**src/design/rf_pkg.sv**
```systemverilog
`default_nettype none

package rf_pkg;

    // -------------------------------------------------------------------------
    // architectural sizes
    // -------------------------------------------------------------------------
    localparam int XLEN      = 32;
    localparam int REG_COUNT = 32;
    localparam int IDX_W     = $clog2(REG_COUNT);

    // -------------------------------------------------------------------------
    // register file types
    // -------------------------------------------------------------------------
    // x0..x31 index
    typedef logic [IDX_W-1:0] reg_idx_t;

    // one register value
    typedef logic [XLEN-1:0] reg_data_t;

    // whole file side by side, entry 0 stays zero
    typedef reg_data_t [REG_COUNT-1:0] reg_array_t;

    // one bit per register
    typedef logic [REG_COUNT-1:0] reg_mask_t;

endpackage

`default_nettype wire

```
**src/design/rf_write_arbiter.sv**
```systemverilog
`default_nettype none

module rf_write_arbiter #(
    parameter int NUM_WRITE_PORTS = 2
) (
    input  wire rf_pkg::reg_idx_t  [NUM_WRITE_PORTS-1:0] rd_idx_i,
    input  wire rf_pkg::reg_data_t [NUM_WRITE_PORTS-1:0] rd_value_i,
    output rf_pkg::reg_mask_t                            wr_en_o,
    output rf_pkg::reg_array_t                           wr_data_o
);

    import rf_pkg::*;

    // register targeted by each port
    reg_mask_t [NUM_WRITE_PORTS-1:0] port_hit;

    // -------------------------------------------------------------------------
    // destination decode
    // -------------------------------------------------------------------------
    // rd == x0 means the port is idle this cycle
    always_comb
    begin
        for (int p = 0; p < NUM_WRITE_PORTS; p++)
        begin
            port_hit[p] = '0;
            if (rd_idx_i[p] != '0)
            begin
                port_hit[p][rd_idx_i[p]] = 1'b1;
            end
        end
    end

    // -------------------------------------------------------------------------
    // port priority
    // -------------------------------------------------------------------------
    // walk ports high to low so port 0 is applied last and wins
    always_comb
    begin
        wr_en_o   = '0;
        wr_data_o = '0;
        for (int r = 1; r < REG_COUNT; r++)
        begin
            for (int p = NUM_WRITE_PORTS - 1; p >= 0; p--)
            begin
                if (port_hit[p][r])
                begin
                    wr_en_o[r]   = 1'b1;
                    wr_data_o[r] = rd_value_i[p];
                end
            end
        end
    end

    // -------------------------------------------------------------------------
    // checks
    // -------------------------------------------------------------------------
    // an active port always reaches its register
    for (genvar p = 0; p < NUM_WRITE_PORTS; p++)
    begin : g_port_chk
        always_comb
        begin
            if (rd_idx_i[p] != '0)
            begin
                assert final (wr_en_o[rd_idx_i[p]] == 1'b1)
                    else $error("write port %0d to x%0d got no enable", p, rd_idx_i[p]);
            end
        end
    end

    // port 0 data wins any clash
    always_comb
    begin
        if (rd_idx_i[0] != '0)
        begin
            assert final (wr_data_o[rd_idx_i[0]] == rd_value_i[0])
                else $error("write port 0 lost priority on x%0d", rd_idx_i[0]);
        end
    end

endmodule

`default_nettype wire

```
**src/design/rf_storage.sv**
```systemverilog
`default_nettype none

module rf_storage (
    input  wire logic               clk_i,
    input  wire logic               rst_i,
    input  wire rf_pkg::reg_mask_t  wr_en_i,
    input  wire rf_pkg::reg_array_t wr_data_i,
    output rf_pkg::reg_array_t      regs_o
);

    import rf_pkg::*;

    // x1..x31 only, x0 has no flop
    reg_data_t [REG_COUNT-1:1] regs_q;

    // -------------------------------------------------------------------------
    // write back
    // -------------------------------------------------------------------------
    always_ff @(posedge clk_i)
    begin
        if (rst_i)
        begin
            regs_q <= '0;
        end
        else
        begin
            for (int r = 1; r < REG_COUNT; r++)
            begin
                if (wr_en_i[r])
                begin
                    regs_q[r] <= wr_data_i[r];
                end
            end
        end
    end

    // -------------------------------------------------------------------------
    // register view
    // -------------------------------------------------------------------------
    always_comb
    begin
        regs_o[0] = '0;
        for (int r = 1; r < REG_COUNT; r++)
        begin
            regs_o[r] = regs_q[r];
        end
    end

    // -------------------------------------------------------------------------
    // checks
    // -------------------------------------------------------------------------
    // a register without an enable holds over the edge
    for (genvar r = 1; r < REG_COUNT; r++)
    begin : g_hold_chk
        assert property (@(posedge clk_i) disable iff (rst_i)
            !wr_en_i[r] |=> $stable(regs_o[r]))
            else $error("x%0d changed with no write enable", r);
    end

endmodule

`default_nettype wire

```
**src/design/rf_read_mux.sv**
```systemverilog
`default_nettype none

module rf_read_mux #(
    parameter int NUM_READ_PORTS = 4
) (
    input  wire rf_pkg::reg_array_t                     regs_i,
    input  wire rf_pkg::reg_idx_t  [NUM_READ_PORTS-1:0] rs_idx_i,
    output rf_pkg::reg_data_t      [NUM_READ_PORTS-1:0] rs_value_o
);

    import rf_pkg::*;

    // -------------------------------------------------------------------------
    // source select
    // -------------------------------------------------------------------------
    // no bypass, a register written this cycle still shows its old value
    // x0 comes through as entry 0, which storage holds at zero
    always_comb
    begin
        for (int p = 0; p < NUM_READ_PORTS; p++)
        begin
            rs_value_o[p] = regs_i[rs_idx_i[p]];
        end
    end

    // -------------------------------------------------------------------------
    // checks
    // -------------------------------------------------------------------------
    // x0 must read zero on every port regardless of earlier writes
    for (genvar p = 0; p < NUM_READ_PORTS; p++)
    begin : g_x0_chk
        always_comb
        begin
            if (rs_idx_i[p] == reg_idx_t'(0))
            begin
                assert final (rs_value_o[p] == reg_data_t'(0))
                    else $error("read port %0d returned %h for x0", p, rs_value_o[p]);
            end
        end
    end

endmodule

`default_nettype wire

```
**src/design/rf_top.sv**
```systemverilog
`default_nettype none

module rf_top #(
    parameter int NUM_WRITE_PORTS = 2,
    parameter int NUM_READ_PORTS  = 4
) (
    input  wire logic                                          clk_i,
    input  wire logic                                          rst_i,

    // write back, rd == 0 means no write
    input  wire logic [NUM_WRITE_PORTS-1:0][rf_pkg::IDX_W-1:0] rd_idx_i,
    input  wire logic [NUM_WRITE_PORTS-1:0][rf_pkg::XLEN-1:0]  rd_value_i,

    // operand reads
    input  wire logic [NUM_READ_PORTS-1:0][rf_pkg::IDX_W-1:0]  rs_idx_i,
    output logic      [NUM_READ_PORTS-1:0][rf_pkg::XLEN-1:0]   rs_value_o
);

    import rf_pkg::*;

    reg_mask_t  wr_en;
    reg_array_t wr_data;
    reg_array_t regs;

    // -------------------------------------------------------------------------
    // write side
    // -------------------------------------------------------------------------
    rf_write_arbiter #(
        .NUM_WRITE_PORTS (NUM_WRITE_PORTS)
    ) u_write_arbiter (
        .rd_idx_i   (rd_idx_i),
        .rd_value_i (rd_value_i),
        .wr_en_o    (wr_en),
        .wr_data_o  (wr_data)
    );

    // -------------------------------------------------------------------------
    // storage
    // -------------------------------------------------------------------------
    rf_storage u_storage (
        .clk_i     (clk_i),
        .rst_i     (rst_i),
        .wr_en_i   (wr_en),
        .wr_data_i (wr_data),
        .regs_o    (regs)
    );

    // -------------------------------------------------------------------------
    // read side
    // -------------------------------------------------------------------------
    rf_read_mux #(
        .NUM_READ_PORTS (NUM_READ_PORTS)
    ) u_read_mux (
        .regs_i     (regs),
        .rs_idx_i   (rs_idx_i),
        .rs_value_o (rs_value_o)
    );

endmodule

`default_nettype wire

```
**config.mk**
```make
export PLATFORM = sky130hd
export DESIGN_NAME = rf_top
export DESIGN_NICKNAME = d
export VERILOG_FILES = /design/src/design/rf_pkg.sv /design/src/design/rf_write_arbiter.sv /design/src/design/rf_storage.sv /design/src/design/rf_read_mux.sv /design/src/design/rf_top.sv
export SDC_FILE = /design/constraint.sdc
export NUM_CORES = 2
export LEC_CHECK = 0
export BUFFER_PORTS_ARGS = -buffer_cell sky130_fd_sc_hd__buf_4
export CORE_MARGIN = 8
export CORE_UTILIZATION = 45
export DETAILED_ROUTE_END_ITERATION = 6
export PLACE_DENSITY_LB_ADDON = 0.15
export SYNTH_ARGS = -nofsm -noshare
export SYNTH_HDL_FRONTEND = slang
export SYNTH_SLANG_ARGS = --single-unit
```
**constraint.sdc**
```tcl
create_clock -name clk_i -period 3.21 [get_ports clk_i]
set_clock_uncertainty 0.15 [all_clocks]
set_input_delay 0.642 -clock clk_i [delete_from_list [all_inputs] [get_ports clk_i]]
set_output_delay 0.642 -clock clk_i [all_outputs]
set_load 0.02 [all_outputs]
```
== After elaboration in Yosys (flattened, before gate mapping) ==
Index checks and enable logic that the tools add are counted.

* Reductions and logical operators: 4
* Magnitude comparators: 8
* Multiplexer cells: 138

{| class="wikitable"
|+ Operators with widths
! operator !! count
|-
| 32-bit two-way mux || 68
|-
| 32-bit binary-select mux with 5-bit select || 4
|-
| 1-bit two-way mux || 64
|-
| 5-bit by 6-bit less-than comparator with 1-bit output (second input constant) || 6
|-
| 1-bit demux with 5-bit select || 2
|-
| 5-bit by 1-bit >= comparator with 1-bit output (second input constant) || 2
|-
| 5-bit nonzero test || 2
|-
| 1-bit logical AND || 2
|}

* Logic and storage cells: 181
* Register bits after elaboration: 992
* Input bits: 96
* Output and inout port bits: 128

== Longest topological paths before layout ==
* Word-level depth: 7
* Mapped depth: 9
* Depth with buffers taken out: 5

== Modules after synthesis ==
From an unflattened synthesis, not the netlist that was laid out.

* Cells, all modules: 10688
* Area total of the unflattened synthesis: 88006.9 sq um

{| class="wikitable"
|+ Modules (own cells, without submodules)
! module !! area an instance (sq um) !! times used !! cells an instance !! seq. area each (sq um)
|-
| rf_storage || 36199.7 || 1 || 3243 || 19859.0
|-
| rf_read_mux || 35650.4 || 1 || 4632 || 0.0
|-
| rf_write_arbiter || 16156.7 || 1 || 2813 || 0.0
|}

== Least setup slack after synthesis ==
Ideal clock, no wire load.

* Path kind: input -> output
* From: input port rs_idx_i[1] (netlist bit)
* To: output port rs_value_o[0] (netlist bit)
* Stages: 7
* Path buffers: 2
* Data arrival time: 2.119 ns
* Path slack: 0.299 ns
* Required time: 2.418 ns
* Cells stage by stage: buf_2 -> clkbuf_1 -> mux2_2 -> a221oi_1 -> nor3_1 -> a31oi_1 -> nand3_1

{| class="wikitable"
|+ RTL lines
! element !! RTL line !! RTL
|-
| from (decl) || rf_top.sv:15 || <nowiki>input wire logic [NUM_READ_PORTS-1:0][rf_pkg::IDX_W-1:0] rs_idx_i,</nowiki>
|-
| to (decl) || rf_top.sv:16 || <nowiki>output logic [NUM_READ_PORTS-1:0][rf_pkg::XLEN-1:0] rs_value_o</nowiki>
|}

==> reports/metrics.cfg <==
[yosys]
synthesis.nets=8997
avgSynthCellArea_um2=8.70
synth_largest_area_cell=mux2i_1
ys_seq_area_share_pct=25.7
synth_cells=8901
yosysUniqueCellTypes=29
netlist_area_um2=77400
ys_warn_count=0
ys_ff_latch=992
yosysTopAreaCellShare_pct=32.7
synth_area_leaders=mux2i_1 33%, dfxtp_1 26%, a211oi_1 9.6%, a22oi_1 5.0%, nor2_1 4.8%

[setup_path]
slowest_delay_ns=0.47
crit_slowest_cell=mux4_2
cp_num_buf_inv=2
r2r-end=u_storage.regs_o[94]
critical_path_class=reg -> out
r2r-start=u_storage.regs_o[94]
start_kind=flip-flop
crit_arrival_ns=2.64
worstPathRequired_ns=2.42
cp_top_family=multiplexers
reg2reg_slack_ns=2.02
cp-end-kind=output pin
path_max_fanout=4
path_cells=mux4_2, nor2b_2, nor3_1, a31oi_1, nand3_1, buf_6, buf_4
ff2ff_path_depth=2

[finish]
regArea_um2=20100
fin_cells=11400
drive_above_1_share_pct=25.9
final_nets=9191
syn2layout_area_growth_pct=27.7
multi_input_area_um2=57300
design_area_um2=98800
largest_reg_flops=992
fillers=14600

[floorplan]
coreArea_um2=171000
row_count=152
ios=224
die_area_um2=186000
die_h_um=431
start_util_pct=45.2
die_w_um=431

[timing]
report.final.slew_viol_count=0
finalCriticalPeriod_ns=3.43
grt_setup_unrepaired=true
finalHoldViolCount=0
tightest_slew_ns=1.28
setup_viol=89
fin_tns_setup_ns=-5.60
fmax_ghz=0.291
relSlewSlack_pct=14.3
setup_ws_ns=-0.223
min_period_over_period_pct=107

[routing]
ant_nets=0
vias=81300
dr.pass1.iters=7
drtIter0Drc=12200
drc=11
wl_mm=412
routedWlPerCell_um=36.0
viasPerCell=7.10

[min_path]
hp-start=rst_i
hp-class=in -> reg
min_to=u_storage.regs_o[569]
min_path_cells=2

[power_and_ir_drop]
ir_worst_vdd_v=0.000485
switchingPower_w=0.0126
p_int_w=0.0256
power_frac_seq_pct=34.8
total_power_w=0.0382
power.leakage_nw=42.2
netSwitchingFraction_pct=33.0
comb_power_share_pct=25.1
p_per_area_nw_per_um2=387
clock_power_share_pct=40.0

[grt]
grt_pass1_wl_mm=571
grt_pass1_vias=75700
grt.total_usage_pct=41.3
antenna_found_initial=25
grt.overflow.total=0
grt_max_degree=113

[status]
violations=DRC, setup timing
status=finished, violations left

[place]
dp_hpwl_mm=264
detailed_place.area_um2=87200
place_congestion=0.988
numPortBuffers=223
place_inst=11100
pre_cts_ws_ns=-0.618

[clock_tree]
path_clk_slew_ns=0.06
htree_levels=3
cts-root-buf=clkbuf_16
clk_latency_ns=0.77
cts_hold_buf=0
cts_tree=built
cts.path.max_buffers=3
cts.sinks=992
numCtsBuffers=120

[flow_run]
maxCapViolCount=0

==> layer usage <==
layer / wire length, um / vias up / track usage, %
met1: 161000 / 39600 / 54.0
met5: 58 / - / 0.286
met3: 49500 / 1633 / 11.2
met4: 36900 / 8 / 30.5
li1: - / 34100 / -
met2: 165000 / 5990 / 57.7
==> power groups by stage <==
stage / Combinational (W) / Clock [W] / Sequential, W
5_1_grt: 0.00975 / 0.0158 / 0.0134
3_3_place_gp: 0.00797 / 0 / 0.0135
4_1_cts: 0.00894 / 0.0153 / 0.0133
3_5_place_dp: 0.00804 / 0 / 0.0135
2_1_floorplan: 0.00442 / 0 / 0.0133
6_report: 0.00960 / 0.0153 / 0.0133
==> worst register-to-register path, delay by kind of cell (launching register included) <==
kind	cells	cell delay (ns)
flip-flops	1	0.54
multiplexers	1	0.14
AO/OA/AOI/OAI	1	0.27
==> layout make-up <==
type | count | area share (%)
multi-input cells | 6813 | 58.0
repair buffers | 1168 | 14.4
clock inverters | 57 | 0.832
well taps | 2233 | 2.83
diodes | 21 | 0.0532
flip-flops and latches | 992 | 20.3
clock buffers | 165 | 3.53
==> per-stage QoR <==
| step | hold slack, ns | util [%] |
|---|---|---|
| 4_1_cts | 0.105 | 56.4 |
| 5_1_grt | 0.158 | 57.7 |
| 6_report | 0.153 | 57.7 |
| 2_1_floorplan | 0.398 | - |
| 3_3_place_gp | 0.427 | 50.9 |
| 3_5_place_dp | 0.430 | 50.9 |
==> placed cells by master, fill, tap and decap left out, types with 29 or more instances in the layout <==
cell type / n
mux2i_1: 2526
nor2_1: 995
a211oi_1: 992
dfxtp_1: 867
buf_4: 634
a22oi_1: 499
buf_12: 271
nand2_1: 258
a21oi_1: 256
nand3_1: 254
buf_6: 176
clkbuf_16: 136
mux4_2: 128
mux2_2: 124
dfxtp_2: 101
a221oi_2: 88
nor3_2: 79
nor2b_2: 70
nand3_4: 67
nand3_2: 65
a31oi_1: 52
a31oi_4: 43
nor2b_4: 40
nor2b_1: 40
nand2_4: 34
a31oi_2: 33
buf_16: 30
buf_8: 29
==> cells in the mapped netlist (all sizes together) <==
cell type / instances
a211oi: 992
a21oi: 256
a221oi: 128
a22oi: 512
a31oi: 128
and2: 5
and3: 2
and3b: 2
buf: 373
clkbuf: 723
dfxtp: 992
mux2: 128
mux2i: 2528
mux4: 128
nand2: 304
nand2b: 6
nand3: 386
nand3b: 3
nor2: 1011
nor2b: 150
nor3: 130
nor3b: 6
or2: 4
or3: 4
==> how the worst max path moves through the flow <==
stage               cells after the start  slack, ns             end             startpoint
global placement                       11      -0.63  rs_value_o[28]            rs_idx_i[0]
floorplan                               7       0.30   rs_value_o[0]            rs_idx_i[1]
global route                            8      -0.22  rs_value_o[46]  u_storage.regs_o[238]
finish                                  7      -0.22  rs_value_o[47]  u_storage.regs_o[239]
CTS                                     8      -0.19  rs_value_o[32]  u_storage.regs_o[192]
detailed placement                     11      -0.62  rs_value_o[28]            rs_idx_i[0]
==> logic make-up (layout without fill, tap and decap cells) <==
family / count (synthesis) / after routing / share of synthesized area [%]
AOI/OAI and AO/OA: 2016 / 2016 / 18.7
other: 0 / 21 / 0
and+or+nand+nor: 2013 / 2013 / 11.3
buffers and inverters: 1096 / 1390 / 6.06
DFF: 992 / 992 / 25.7
muxes: 2784 / 2784 / 38.3
==> what timing repair did <==
| action | CTS | global route |
|---|---|---|
| resized for setup | 851 | 306 |
| endpoints found under the setup margin | 128 | 121 |
| gates cloned | 23 | 14 |
| pin swaps | 150 | 115 |
| buffers inserted | 69 | 66 |
No activity file was read; power rests on OpenSTA's default activity.
